[src/verilog/dma_consts.svh]
// ========================================
// DMA mover constants
// Widths, feature header, accelerator ID and version
// ========================================
`ifndef DMA_CONSTS_SVH
`define DMA_CONSTS_SVH

// CSR data width, one 64-bit register per 8 bytes
`define DMA_CSR_W       64

// Memory word address, data word and length widths
`define DMA_MEM_ADDR_W  16
`define DMA_WORD_W      64
`define DMA_LEN_W       16

// Device feature header
// Type [63:60] is 1 (AFU), bit 40 marks end of the feature list
`define DMA_DFH         64'h1000_0100_0000_0000

// Accelerator ID, low word at GUID_L and high word at GUID_H
`define DMA_AFU_ID      128'h5e8a_31c7_0d94_4b26_a1f3_9c62_7e05_d8b4

// Reserved words of the feature header block
`define DMA_RSVD_1      64'hdead_beef_abcd_ef01
`define DMA_RSVD_2      64'hbadd_c0de_fedc_ba10

// Major 1, minor 2
`define DMA_TYPE_VERSION 64'h0000_0000_0001_0002

`endif

[src/verilog/dma_csr_pkg.sv]
// ========================================
// DMA mover register map types
// ========================================
`include "dma_consts.svh"

package dma_csr_pkg;

    // One CSR word
    typedef logic [`DMA_CSR_W-1:0] t_csr_data;

    // Register index, byte address bits 7 to 3
    typedef logic [4:0] t_csr_index;

    // ========================================
    // Register offsets
    // ========================================
    typedef enum t_csr_index {
        // Feature header block, read only
        DMA_DFH          = 5'd0,
        DMA_GUID_L       = 5'd1,
        DMA_GUID_H       = 5'd2,
        DMA_RSVD_1       = 5'd3,
        DMA_RSVD_2       = 5'd4,
        // Copy descriptor, shared by both engines
        DMA_SRC_ADDR     = 5'd5,
        DMA_DEST_ADDR    = 5'd6,
        DMA_LENGTH       = 5'd7,
        // Command and completion
        DMA_CONTROL      = 5'd8,
        DMA_STATUS       = 5'd9,
        DMA_SEQ_NUM      = 5'd10,
        DMA_TYPE_VERSION = 5'd11
    } t_csr_reg;

    // Control register bits
    localparam int CTRL_START_D2H = 0;
    localparam int CTRL_START_H2D = 1;
    // Clears the sticky done and reject bits
    localparam int CTRL_CLEAR     = 2;

endpackage

[src/verilog/dma_xfer_pkg.sv]
// ========================================
// DMA mover transfer types
// ========================================
`include "dma_consts.svh"

package dma_xfer_pkg;

    // Word address on the memory ports
    typedef logic [`DMA_MEM_ADDR_W-1:0] t_mem_addr;
    // One data word
    typedef logic [`DMA_WORD_W-1:0]     t_word;
    // Copy length in words
    typedef logic [`DMA_LEN_W-1:0]      t_length;

    // Completion counter
    typedef logic [31:0] t_seq_num;

    // ========================================
    // Status word layout
    // ========================================
    typedef logic [4:0] t_status;

    // Busy bits follow the engines
    localparam int STAT_D2H_BUSY = 0;
    localparam int STAT_H2D_BUSY = 1;
    // Sticky until cleared through the control register
    localparam int STAT_D2H_DONE = 2;
    localparam int STAT_H2D_DONE = 3;
    localparam int STAT_REJECT   = 4;

    // Copy engine FSM
    typedef enum logic [1:0] {
        ENG_IDLE,
        // Issuing reads
        ENG_RUN,
        // Last write in flight
        ENG_DRAIN
    } t_engine_state;

endpackage

[src/verilog/dma_engine_if.sv]
// ========================================
// Descriptor, start and status of one engine
// ========================================
`timescale 1ns/1ps

interface dma_engine_if
    import dma_xfer_pkg::*;
();

    // One-cycle start pulse and the descriptor it picks up
    logic      start;
    t_mem_addr src_addr;
    t_mem_addr dest_addr;
    t_length   length;

    // Busy is a level, done and reject are one-cycle pulses
    logic      busy;
    logic      done;
    logic      reject;

    // Register block side
    modport ctrl (output start, src_addr, dest_addr, length);

    // Copy engine side
    modport engine (
        input  start, src_addr, dest_addr, length,
        output busy, done, reject
    );

    // Status merger only watches the engine
    modport monitor (input busy, done, reject);

endinterface

[src/verilog/dma_csr_mgr.sv]
// ========================================
// AXI-lite register block of the DMA mover
// Holds the descriptor, decodes control writes into start pulses
// ========================================
`timescale 1ns/1ps
`include "dma_consts.svh"

module dma_csr_mgr
    import dma_csr_pkg::*;
    import dma_xfer_pkg::*;
(
    input  logic       clk,
    input  logic       reset_n,
    // AXI-lite write address, data and response
    input  logic       awvalid,
    output logic       awready,
    input  logic [7:0] awaddr,
    input  logic       wvalid,
    output logic       wready,
    input  t_csr_data  wdata,
    output logic       bvalid,
    input  logic       bready,
    // AXI-lite read address and data
    input  logic       arvalid,
    output logic       arready,
    input  logic [7:0] araddr,
    output logic       rvalid,
    input  logic       rready,
    output t_csr_data  rdata,
    // Engine command ports
    dma_engine_if.ctrl d2h,
    dma_engine_if.ctrl h2d,
    // From the status merger
    input  t_status    status,
    input  t_seq_num   seq_num,
    output logic       clear_done
);

    localparam logic [127:0] AFU_ID = `DMA_AFU_ID;

    // Held requests, one read and one write at a time
    logic       ar_held;
    logic [7:0] ar_addr;
    logic       aw_held;
    logic [7:0] aw_addr;
    logic       w_held;
    t_csr_data  w_data;

    logic       is_read;
    logic       is_write;
    t_csr_index rd_index;
    t_csr_index wr_index;
    t_csr_data  rd_word;

    // Descriptor and last control value
    t_mem_addr  src_addr;
    t_mem_addr  dest_addr;
    t_length    length;
    logic [2:0] control;
    logic       d2h_start;
    logic       h2d_start;

    // A held read is answered on the next edge
    assign is_read  = ar_held;
    // A write is applied once address and data are both held
    assign is_write = aw_held && w_held;

    // Byte addresses, low 3 bits select a byte inside the 64-bit word
    assign rd_index = ar_addr[7:3];
    assign wr_index = aw_addr[7:3];

    assign arready = !ar_held && !rvalid;
    assign awready = !aw_held && !bvalid;
    assign wready  = !w_held && !bvalid;

    // ========================================
    // Request capture
    // ========================================
    always_ff @(posedge clk) begin
        if (!reset_n) begin
            ar_held <= 1'b0;
            aw_held <= 1'b0;
            w_held  <= 1'b0;
        end else begin
            if (is_read) begin
                ar_held <= 1'b0;
            end else if (arvalid && arready) begin
                ar_held <= 1'b1;
            end
            // Address and data may arrive in either order
            if (is_write) begin
                aw_held <= 1'b0;
                w_held  <= 1'b0;
            end else begin
                if (awvalid && awready) begin
                    aw_held <= 1'b1;
                end
                if (wvalid && wready) begin
                    w_held <= 1'b1;
                end
            end
        end
    end

    always_ff @(posedge clk) begin
        if (arvalid && arready) begin
            ar_addr <= araddr;
        end
        if (awvalid && awready) begin
            aw_addr <= awaddr;
        end
        if (wvalid && wready) begin
            w_data <= wdata;
        end
    end

    // ========================================
    // Read decode and response
    // ========================================
    always_comb begin
        case (rd_index)
            DMA_DFH:          rd_word = `DMA_DFH;
            DMA_GUID_L:       rd_word = AFU_ID[63:0];
            DMA_GUID_H:       rd_word = AFU_ID[127:64];
            DMA_RSVD_1:       rd_word = `DMA_RSVD_1;
            DMA_RSVD_2:       rd_word = `DMA_RSVD_2;
            DMA_SRC_ADDR:     rd_word = t_csr_data'(src_addr);
            DMA_DEST_ADDR:    rd_word = t_csr_data'(dest_addr);
            DMA_LENGTH:       rd_word = t_csr_data'(length);
            DMA_CONTROL:      rd_word = t_csr_data'(control);
            DMA_STATUS:       rd_word = t_csr_data'(status);
            DMA_SEQ_NUM:      rd_word = t_csr_data'(seq_num);
            DMA_TYPE_VERSION: rd_word = `DMA_TYPE_VERSION;
            // Unmapped offsets read as zero
            default:          rd_word = '0;
        endcase
    end

    always_ff @(posedge clk) begin
        if (!reset_n) begin
            rvalid <= 1'b0;
            bvalid <= 1'b0;
        end else begin
            if (is_read) begin
                rvalid <= 1'b1;
            end else if (rready) begin
                rvalid <= 1'b0;
            end
            // Response rises on the same edge the write is applied
            if (is_write) begin
                bvalid <= 1'b1;
            end else if (bready) begin
                bvalid <= 1'b0;
            end
        end
    end

    always_ff @(posedge clk) begin
        if (is_read) begin
            rdata <= rd_word;
        end
    end

    // ========================================
    // Register writes and command pulses
    // ========================================
    always_ff @(posedge clk) begin
        if (!reset_n) begin
            src_addr   <= '0;
            dest_addr  <= '0;
            length     <= '0;
            control    <= '0;
            d2h_start  <= 1'b0;
            h2d_start  <= 1'b0;
            clear_done <= 1'b0;
        end else begin
            // Pulses last for the cycle after the write edge
            d2h_start  <= is_write && wr_index == DMA_CONTROL && w_data[CTRL_START_D2H];
            h2d_start  <= is_write && wr_index == DMA_CONTROL && w_data[CTRL_START_H2D];
            clear_done <= is_write && wr_index == DMA_CONTROL && w_data[CTRL_CLEAR];
            if (is_write) begin
                case (wr_index)
                    DMA_SRC_ADDR:  src_addr  <= w_data[`DMA_MEM_ADDR_W-1:0];
                    DMA_DEST_ADDR: dest_addr <= w_data[`DMA_MEM_ADDR_W-1:0];
                    DMA_LENGTH:    length    <= w_data[`DMA_LEN_W-1:0];
                    DMA_CONTROL:   control   <= w_data[2:0];
                    // Writes to read-only or unmapped offsets are dropped
                    default: ;
                endcase
            end
        end
    end

    // Both engines share one descriptor, latched by each at its start
    assign d2h.start     = d2h_start;
    assign d2h.src_addr  = src_addr;
    assign d2h.dest_addr = dest_addr;
    assign d2h.length    = length;
    assign h2d.start     = h2d_start;
    assign h2d.src_addr  = src_addr;
    assign h2d.dest_addr = dest_addr;
    assign h2d.length    = length;

    // No write is applied while the previous response is still owed
    a_no_write_during_b: assert property (
        @(posedge clk) disable iff (!reset_n) !(is_write && bvalid)
    );

endmodule

[src/verilog/dma_copy_engine.sv]
// ========================================
// Word-copy engine, read port to write port
// ========================================
`timescale 1ns/1ps

module dma_copy_engine
    import dma_xfer_pkg::*;
(
    input  logic         clk,
    input  logic         reset_n,
    dma_engine_if.engine eng,
    // Read port, data one cycle after the strobe
    output logic         rd_en,
    output t_mem_addr    rd_addr,
    input  t_word        rd_data,
    // Write port
    output logic         wr_en,
    output t_mem_addr    wr_addr,
    output t_word        wr_data
);

    t_engine_state state;
    // Reads still to issue after the current one
    t_length       rd_left;
    // Read issued last cycle, its data is on rd_data now
    logic          rd_valid_q;
    t_mem_addr     wr_addr_q;
    logic          busy;
    logic          done;
    logic          reject;

    assign eng.busy   = busy;
    assign eng.done   = done;
    assign eng.reject = reject;

    // Write k goes out in the cycle its read data returns
    assign wr_en   = rd_valid_q;
    assign wr_addr = wr_addr_q;
    assign wr_data = rd_data;

    // ========================================
    // Control FSM
    // ========================================
    always_ff @(posedge clk) begin
        if (!reset_n) begin
            state      <= ENG_IDLE;
            busy       <= 1'b0;
            done       <= 1'b0;
            reject     <= 1'b0;
            rd_en      <= 1'b0;
            rd_valid_q <= 1'b0;
        end else begin
            done       <= 1'b0;
            rd_valid_q <= rd_en;
            // Start while a copy is running is refused
            reject     <= eng.start && state != ENG_IDLE;
            case (state)
                ENG_IDLE: begin
                    if (eng.start) begin
                        if (eng.length == '0) begin
                            // Empty copy completes at once
                            done <= 1'b1;
                        end else begin
                            state <= ENG_RUN;
                            busy  <= 1'b1;
                            rd_en <= 1'b1;
                        end
                    end
                end
                ENG_RUN: begin
                    // Last read issued this cycle
                    if (rd_left == '0) begin
                        rd_en <= 1'b0;
                        state <= ENG_DRAIN;
                    end
                end
                ENG_DRAIN: begin
                    // Final write is on the port now
                    busy  <= 1'b0;
                    done  <= 1'b1;
                    state <= ENG_IDLE;
                end
                default: state <= ENG_IDLE;
            endcase
        end
    end

    // ========================================
    // Address counters
    // ========================================
    always_ff @(posedge clk) begin
        if (state == ENG_IDLE && eng.start) begin
            rd_addr   <= eng.src_addr;
            rd_left   <= eng.length - 1'b1;
            wr_addr_q <= eng.dest_addr;
        end else begin
            if (rd_en) begin
                rd_addr <= rd_addr + 1'b1;
                rd_left <= rd_left - 1'b1;
            end
            if (rd_valid_q) begin
                wr_addr_q <= wr_addr_q + 1'b1;
            end
        end
    end

    // Memory traffic only while the engine reports busy
    a_traffic_when_busy: assert property (
        @(posedge clk) disable iff (!reset_n) (rd_en || wr_en) |-> busy
    );

endmodule

[src/verilog/dma_status_merge.sv]
// ========================================
// Merges engine events into status and count
// ========================================
`timescale 1ns/1ps

module dma_status_merge
    import dma_xfer_pkg::*;
(
    input  logic          clk,
    input  logic          reset_n,
    dma_engine_if.monitor d2h,
    dma_engine_if.monitor h2d,
    input  logic          clear_done,
    output t_status       status,
    output t_seq_num      seq_num
);

    // Both engines may finish on the same cycle
    logic [1:0] done_count;

    assign done_count = 2'(d2h.done) + 2'(h2d.done);

    always_ff @(posedge clk) begin
        if (!reset_n) begin
            status  <= '0;
            seq_num <= '0;
        end else begin
            status[STAT_D2H_BUSY] <= d2h.busy;
            status[STAT_H2D_BUSY] <= h2d.busy;
            // Sticky bits, a new event wins over a clear
            status[STAT_D2H_DONE] <= d2h.done || (status[STAT_D2H_DONE] && !clear_done);
            status[STAT_H2D_DONE] <= h2d.done || (status[STAT_H2D_DONE] && !clear_done);
            status[STAT_REJECT]   <= d2h.reject || h2d.reject
                                     || (status[STAT_REJECT] && !clear_done);
            seq_num <= seq_num + t_seq_num'(done_count);
        end
    end

    // Done comes from an engine that has already dropped busy
    a_done_when_idle: assert property (
        @(posedge clk) disable iff (!reset_n)
        !(d2h.done && d2h.busy) && !(h2d.done && h2d.busy)
    );

endmodule

[src/verilog/dma_mover_top.sv]
// ========================================
// DMA mover top level
// Register block, two copy engines and status merger
// ========================================
`timescale 1ns/1ps

module dma_mover_top
    import dma_csr_pkg::*;
    import dma_xfer_pkg::*;
(
    input  logic       clk,
    input  logic       reset_n,
    // AXI-lite register port
    input  logic       awvalid,
    output logic       awready,
    input  logic [7:0] awaddr,
    input  logic       wvalid,
    output logic       wready,
    input  t_csr_data  wdata,
    output logic       bvalid,
    input  logic       bready,
    input  logic       arvalid,
    output logic       arready,
    input  logic [7:0] araddr,
    output logic       rvalid,
    input  logic       rready,
    output t_csr_data  rdata,
    // Host memory
    output logic       host_rd_en,
    output t_mem_addr  host_rd_addr,
    input  t_word      host_rd_data,
    output logic       host_wr_en,
    output t_mem_addr  host_wr_addr,
    output t_word      host_wr_data,
    // DDR memory
    output logic       ddr_rd_en,
    output t_mem_addr  ddr_rd_addr,
    input  t_word      ddr_rd_data,
    output logic       ddr_wr_en,
    output t_mem_addr  ddr_wr_addr,
    output t_word      ddr_wr_data
);

    t_status  status;
    t_seq_num seq_num;
    logic     clear_done;

    dma_engine_if d2h_if ();
    dma_engine_if h2d_if ();

    dma_csr_mgr i_csr_mgr (
        .clk        (clk),
        .reset_n    (reset_n),
        .awvalid    (awvalid),
        .awready    (awready),
        .awaddr     (awaddr),
        .wvalid     (wvalid),
        .wready     (wready),
        .wdata      (wdata),
        .bvalid     (bvalid),
        .bready     (bready),
        .arvalid    (arvalid),
        .arready    (arready),
        .araddr     (araddr),
        .rvalid     (rvalid),
        .rready     (rready),
        .rdata      (rdata),
        .d2h        (d2h_if.ctrl),
        .h2d        (h2d_if.ctrl),
        .status     (status),
        .seq_num    (seq_num),
        .clear_done (clear_done)
    );

    // DDR read port to host write port
    dma_copy_engine i_d2h (
        .clk     (clk),
        .reset_n (reset_n),
        .eng     (d2h_if.engine),
        .rd_en   (ddr_rd_en),
        .rd_addr (ddr_rd_addr),
        .rd_data (ddr_rd_data),
        .wr_en   (host_wr_en),
        .wr_addr (host_wr_addr),
        .wr_data (host_wr_data)
    );

    // Host read port to DDR write port
    dma_copy_engine i_h2d (
        .clk     (clk),
        .reset_n (reset_n),
        .eng     (h2d_if.engine),
        .rd_en   (host_rd_en),
        .rd_addr (host_rd_addr),
        .rd_data (host_rd_data),
        .wr_en   (ddr_wr_en),
        .wr_addr (ddr_wr_addr),
        .wr_data (ddr_wr_data)
    );

    dma_status_merge i_status_merge (
        .clk        (clk),
        .reset_n    (reset_n),
        .d2h        (d2h_if.monitor),
        .h2d        (h2d_if.monitor),
        .clear_done (clear_done),
        .status     (status),
        .seq_num    (seq_num)
    );

endmodule

[config.mk]
export PLATFORM = sky130hd
export DESIGN_NAME = dma_mover_top
export DESIGN_NICKNAME = d
export VERILOG_FILES = /design/src/verilog/dma_csr_pkg.sv /design/src/verilog/dma_xfer_pkg.sv /design/src/verilog/dma_engine_if.sv /design/src/verilog/dma_csr_mgr.sv /design/src/verilog/dma_copy_engine.sv /design/src/verilog/dma_status_merge.sv /design/src/verilog/dma_mover_top.sv
export VERILOG_INCLUDE_DIRS = /design/src /design/src/verilog
export SDC_FILE = /design/constraint.sdc
export NUM_CORES = 1
export LEC_CHECK = 0
export CORE_MARGIN = 10
export CORE_UTILIZATION = 45
export DETAILED_ROUTE_END_ITERATION = 6
export DONT_BUFFER_PORTS = 1
export SLEW_MARGIN = 0
export SYNTH_ARGS = -nofsm -noshare
export SYNTH_HDL_FRONTEND = slang
export SYNTH_SLANG_ARGS = --single-unit
[constraint.sdc]
create_clock -name clk -period 2.1 [get_ports clk]
set_input_delay 0 -clock clk [delete_from_list [all_inputs] [get_ports clk]]
set_output_delay 0 -clock clk [all_outputs]
set_load 0.02 [all_outputs]
# Word-level counts from Yosys, hierarchy flattened
# Index checks and enable logic that the tools add are counted.
[totals] reg_bits=302 inputBits=215 out_inout_bits=265 elab_cells=168
[op_classes] n_addsub=9 n_eq_ne=25 mux=39 bitwise=1 n_reduce_logical=58
[ops] operator="case mux 64 bit (12 select lines)" count=1
[ops] operator="two-way mux 16 bit" count=12
[ops] operator="adder 16 x 1 -> 16 bit (second input constant)" count=4
[ops] operator="zero test 16 bit" count=3
[ops] operator="subtractor 16 x 1 -> 16 bit (second input constant)" count=3
[ops] operator="equality test 5 x 3 -> 1 bit (second input constant)" count=7
[ops] operator="adder 32 x 2 -> 32 bit" count=1
[ops] operator="equality test 5 x 4 -> 1 bit (second input constant)" count=5
[ops] operator="nonzero test 2 bit" count=12
[ops] operator="logical AND 1 bit" count=18
[ops] operator="two-way mux 1 bit" count=13
[ops] operator="case mux 1 bit (2 select lines)" count=6
[ops] operator="AND reduction 3 bit" count=4
[ops] operator="equality test 5 x 2 -> 1 bit (second input constant)" count=2
[ops] operator="two-way mux 2 bit" count=5
[ops] operator="!= test 2 bit (second input constant)" count=4
[ops] operator="case mux 2 bit (2 select lines)" count=2
[ops] operator="AND reduction 2 bit" count=4
[ops] operator="AND reduction 4 bit" count=2
[ops] operator="zero test 1 bit" count=6
[ops] operator="equality test 5 x 1 -> 1 bit (second input constant)" count=1
[ops] operator="zero test 5 bit" count=1
[ops] operator="equality test 2 x 1 -> 1 bit (second input constant)" count=2
[ops] operator="equality test 2 bit (second input constant)" count=2
[ops] operator="other kinds (6)" count=12

# Logic depth before layout (Yosys ltp)
[depth] word_depth=4 mapped_depth=10 mapped_depth_nobuf=9

# By module
# Synthesis repeated with hierarchy kept, for this count alone.
[unflattened] hier_cells=1518 area_unflattened_um2=15213.3
[modules_own_cells] mod="dma_csr_mgr" n_inst=1 cells_per_inst=550 area_per_inst_um2=6050.8 seq_area_each_um2=3343.2
[modules_own_cells] mod="dma_copy_engine at i_h2d" n_inst=1 cells_per_inst=394 area_per_inst_um2=3821.2 seq_area_each_um2=1581.5
[modules_own_cells] mod="dma_copy_engine at i_d2h" n_inst=1 cells_per_inst=381 area_per_inst_um2=3671.0 seq_area_each_um2=1581.5
[modules_own_cells] mod="dma_status_merge" n_inst=1 cells_per_inst=193 area_per_inst_um2=1670.4 seq_area_each_um2=740.7

# Worst setup path before layout
# Ideal clock, no wire load.
[synth_path] path_type="flip-flop to flip-flop" startpoint="register i_csr_mgr.ar_held" endpoint="register i_csr_mgr.ar_addr[3], enable pin" setup_ns=0.263 arrival_ns=2.002 required_time_ns=1.837 slack_ns=-0.165 path_stages_with_launch=3 path_buffers=0 synth_period_minus_slack_ns=2.265 cell_sequence="dfxtp_1 -> nor2_1 -> and2_1"
[synth_between] elab_chain_cells=3
[synth_lines] element="from (decl)" line_no="dma_csr_mgr.sv:42" rtl="logic ar_held;"
[synth_lines] element="from (signal assigned)" line_no="dma_csr_mgr.sv:81" rtl="ar_held <= 1'b0;"
[synth_lines] element="from (signal assigned)" line_no="dma_csr_mgr.sv:86" rtl="ar_held <= 1'b0;"
[synth_lines] element="from (signal assigned)" line_no="dma_csr_mgr.sv:88" rtl="ar_held <= 1'b1;"
[synth_lines] element="zero test 1 bit" line_no="dma_csr_mgr.sv:72" rtl="assign arready = !ar_held && !rvalid;"
[synth_lines] element="logical AND 1 bit" line_no="dma_csr_mgr.sv:72"
[synth_lines] element="named net arready" line_no="dma_mover_top.sv:23" rtl="output logic arready,"
[synth_lines] element="logical AND 1 bit" line_no="dma_csr_mgr.sv:106" rtl="if (arvalid && arready) begin"
[synth_lines] element="to (signal assigned)" line_no="dma_csr_mgr.sv:107" rtl="ar_addr <= araddr;"
[synth_lines] element="to (decl)" line_no="dma_csr_mgr.sv:43" rtl="logic [7:0] ar_addr;"
# The timed path passes the listed nets, and every way through them passes these cells.
# A chain may end at the register's enable or synchronous reset.

# Worst setup path after layout
[layout_path] startpoint="register i_d2h.rd_left[12]" endpoint="register i_d2h.rd_en"
[layout_between] elab_chain_cells=3
[layout_lines] element="from (decl)" line_no="dma_copy_engine.sv:24" rtl="t_length rd_left;"
[layout_lines] element="from (signal assigned)" line_no="dma_copy_engine.sv:94" rtl="rd_left <= eng.length - 1'b1;"
[layout_lines] element="from (signal assigned)" line_no="dma_copy_engine.sv:99" rtl="rd_left <= rd_left - 1'b1;"
[layout_lines] element="zero test 16 bit" line_no="dma_copy_engine.sv:72" rtl="if (rd_left == '0) begin"
[layout_lines] element="!= test 2 x 1 -> 1 bit (no line)"
[layout_lines] element="AND reduction 4 bit (no line)"
[layout_lines] element="to (signal assigned)" line_no="dma_copy_engine.sv:50" rtl="rd_en <= 1'b0;"
[layout_lines] element="to (signal assigned)" line_no="dma_copy_engine.sv:66" rtl="rd_en <= 1'b1;"
[layout_lines] element="to (signal assigned)" line_no="dma_copy_engine.sv:73" rtl="rd_en <= 1'b0;"
[layout_lines] element="to (decl)" line_no="dma_copy_engine.sv:13" rtl="output logic rd_en,"
# No other way between the ends.

==> run metrics <==
core utilization of the finished layout around half; hold path startpoint host_rd_data[48]; total global-route track usage 18.7%; register-to-register setup slack 0.02 ns; number of buffers on the longest clock path 3; H-tree levels 1; Hold Worst Slack around 0.000007 ns; final cycle utilization of the critical path 99.2%; Finish-stage setup viols 0; DRC viols 0; initial core utilization 45.7%; Fill cells 2741; DR pass1 iterations 5; maximum ir drop on the vdd rail 0.670 mV; critical path data required time 2.57 ns; Overflow after GRT 0; post-layout min period 2.08 ns; Routed Wire Length 37800 um; synthesis-to-finish area growth 12.1%; number of synthesized register bits 278; clock tree from TritonCTS built; area inside the core boundary 30700 um^2; nets@finish 1569; Async S/R FF share, synth 0%; number of pins exceeding their max-slew limit in the final report 0; sequential cell area fraction in the yosys report between 50% and 60%; Final Wtd Congestion 0.836; TritonCTS Sinks ~280; die area 38600 um^2; number of top-level pins 480; Static Leak 0.00602 uW; via count of the first global-routing pass about 9500; row count 64; fraction of layout instances using a drive strength above 1 approximately 16%; leading cell types in the layout, fill and taps excluded edfxtp_1 (168), nand2_1 (148), buf_4 (125); number of warnings reported in the yosys synthesis log 0; sequence of cells on the critical path or4_4 -> or3_4 -> or4b_4 -> o21ai_2 -> a21boi_1; number of antenna-violating nets in the routed design 0; leading register cell type out of synthesis edfxtp_1; HPWL after detailed placement 27400 um; vertical die dimension 196 um; CP peak stage delay 0.56 ns; number of maximum-capacitance constraint violations 0; Clock Tree Root clkbuf_16; R2R cell count 5; critical path capture point type register; cell with the largest stage delay on the worst path or4_4; measured slew at the worst slew-check pin 0.966 ns; Hold/Removal Path Class input pin to output pin; category of the worst setup path launch point register; arrival time of data at the critical path endpoint 2.56 ns; WL/cell between 20 and 25 um; Mapped Nets 1573; WS Path Type register to register; Distinct cells, synth 59; clock-pin slew on the worst setup and hold paths 0.06 ns; Max Fanout on Critical Path 3; Post-Synthesis Mean Instance Area 10.4 um^2; mean number of vias per cell around 5.4; Inserted Clock Buffers 30; number of flops mapped to enable cells by yosys between 150 and 200; Placement Cell Area 14200 um^2; remaining max-slew budget at the tightest pin 35.3%; wire length of the first global-routing pass approximately 57000 um; combined area of all synthesized cells 14000 um^2; number of DRC violations after detailed-routing iteration 0 618; maximum number of pins on one net before global-route repair 109; Crit Reg-Reg Endpoint i_d2h.rd_en; post-layout instance area 15700 um^2; unrepaired setup endpoints after global routing true; Via Count 9619; number of hold violations in the final report 0; run status finished, final reports clean; Cells after Synth 1349; hold path endpoint ddr_wr_data[48]; power density over cell area 749 nW/um^2; worst skew pair latency 0.58 ns; most common cell after layout, fill and taps aside edfxtp_1; Buffers on Ports 0; hold path depth 0; number of antenna violations at the first check in global routing 0; reg-to-reg startpoint i_d2h.rd_left[12]; Post-Route Setup TNS 0 ns; Max Freq about 480 MHz; Horiz. Die Dim about 200 um; number of diodes 0; setup skew after layout 0.0300 ns
critical path: cells and delay by family, from the launching register on:
| kind | cells | cell delay [ns] |
|---|---|---|
| DFF | 1 | 0.40 |
| and+or+nand+nor | 3 | 1.41 |
| AOI/OAI and AO/OA | 2 | 0.19 |
stage by stage:
stage          worst slack (ns)  cells  total power (uW)
5_1_grt                 -0.0553   1765             12100
3_5_place_dp             0.0299   1672              6400
2_1_floorplan            0.0321   1349              6660
3_3_place_gp             0.0424   1672              6400
4_1_cts                  0.0150   1761             11900
6_report                 0.0169   1765             11800
power breakdown:
part           internal (uW)  leakage, uW  total (uW)  switching, uW
logic                    161      0.00308         381            220
clock network           3160     0.000516        5380           2220
registers               5850      0.00243        5990            135
cells by family after synthesis:
logic type	synth area share, %
AOI/OAI and AO/OA	7.96
xor gates and xnor gates	7.76
adders and majority gates	0.858
buffers and inverters	9.87
DFF	51.8
muxes	3.79
and+or+nand+nor	18.0
state kept, by name, summed over array words and instances, names as in the netlist, 2 cells and up:
signal / count
i_csr_mgr.control: 3
i_d2h.wr_addr: 16
i_csr_mgr.w_data: 16
i_d2h.rd_addr: 16
i_csr_mgr.d2h.dest_addr: 16
i_csr_mgr.rdata: 46
i_h2d.state: 2
i_status_merge.seq_num: 32
i_status_merge.status: 5
i_csr_mgr.aw_addr: 5
i_csr_mgr.ar_addr: 5
i_csr_mgr.d2h.length: 16
i_h2d.wr_addr: 16
i_csr_mgr.d2h.src_addr: 16
i_h2d.rd_addr: 16
i_d2h.rd_left: 16
i_h2d.rd_left: 16
i_d2h.state: 2
cell usage after synthesis, types with 2 or more instances:
cell / number / share of area, %
o31a_1: 3 / 0.19
a222oi_1: 8 / 0.57
nor3b_1: 4 / 0.21
inv_1: 21 / 0.56
o31ai_1: 3 / 0.16
nand4b_1: 4 / 0.25
a31oi_1: 2 / 0.089
or2_2: 2 / 0.089
and3_1: 20 / 0.89
a21boi_0: 8 / 0.43
dfxtp_1: 110 / 16
clkbuf_1: 50 / 1.3
ha_1: 8 / 0.71
buf_2: 4 / 0.14
nand3_1: 41 / 1.5
nand4_1: 27 / 1.2
nand3b_1: 4 / 0.21
xnor2_1: 66 / 4.1
nor4_1: 11 / 0.49
and2_1: 42 / 1.9
or3_1: 2 / 0.089
a21oi_1: 35 / 1.3
a21o_1: 11 / 0.59
xor2_1: 58 / 3.6
nor2_1: 55 / 1.5
o21ai_0: 79 / 2.8
o21a_1: 5 / 0.27
mux2i_1: 53 / 3.8
nor2b_1: 59 / 2.6
a22oi_1: 13 / 0.70
and4_1: 10 / 0.63
nor4_2: 2 / 0.18
buf_4: 146 / 7.8
nand2b_1: 12 / 0.54
or4_1: 4 / 0.21
nor3_1: 25 / 0.89
nand2_1: 149 / 4.0
edfxtp_1: 168 / 36
a221oi_1: 4 / 0.25
a211oi_1: 2 / 0.11
layer usage:
metal | GRT usage, % | part of all wire [%]
met1 | 23.7 | 42
met2 | 29.7 | 46
met3 | 5.26 | 8.1
met4 | 7.66 | 4.2
met5 | 0 | 0
worst max path at each step:
stage	start	end	slack, ns	depth (start not counted)
floorplan	i_d2h.rd_left[0]	i_d2h.rd_left[12]	0.03	7
global route	i_csr_mgr.d2h.length[0]	i_h2d.rd_left[10]	-0.06	9
detailed placement	i_d2h.rd_left[12]	i_d2h.rd_en	0.03	5
finish	i_d2h.rd_left[12]	i_d2h.rd_en	0.02	5
global placement	i_d2h.eng.done	i_status_merge.seq_num[28]	0.04	10
CTS	i_csr_mgr.d2h.length[0]	i_d2h.rd_left[10]	0.02	9
timing repair:
action                                  in CTS  in global routing
endpoints found under the setup margin       0                 23
hold buffers                                33                  0
hold endpoints to repair                   162                  0
buffers inserted                             0                  3
resized for setup                            0                 17
cell type report:
type                       count  area (um^2)  area share, %
sequential                   278         7250           46.2
multi-input combinational    850         5460           34.8
timing repair buffer         164         1380           8.81
clock buffer                  43          917           5.84
tap                          396          495           3.16
clock inverter                13          113          0.717
inverter                      21         78.8          0.502
Note: power is estimated with default switching activity, not from simulation.
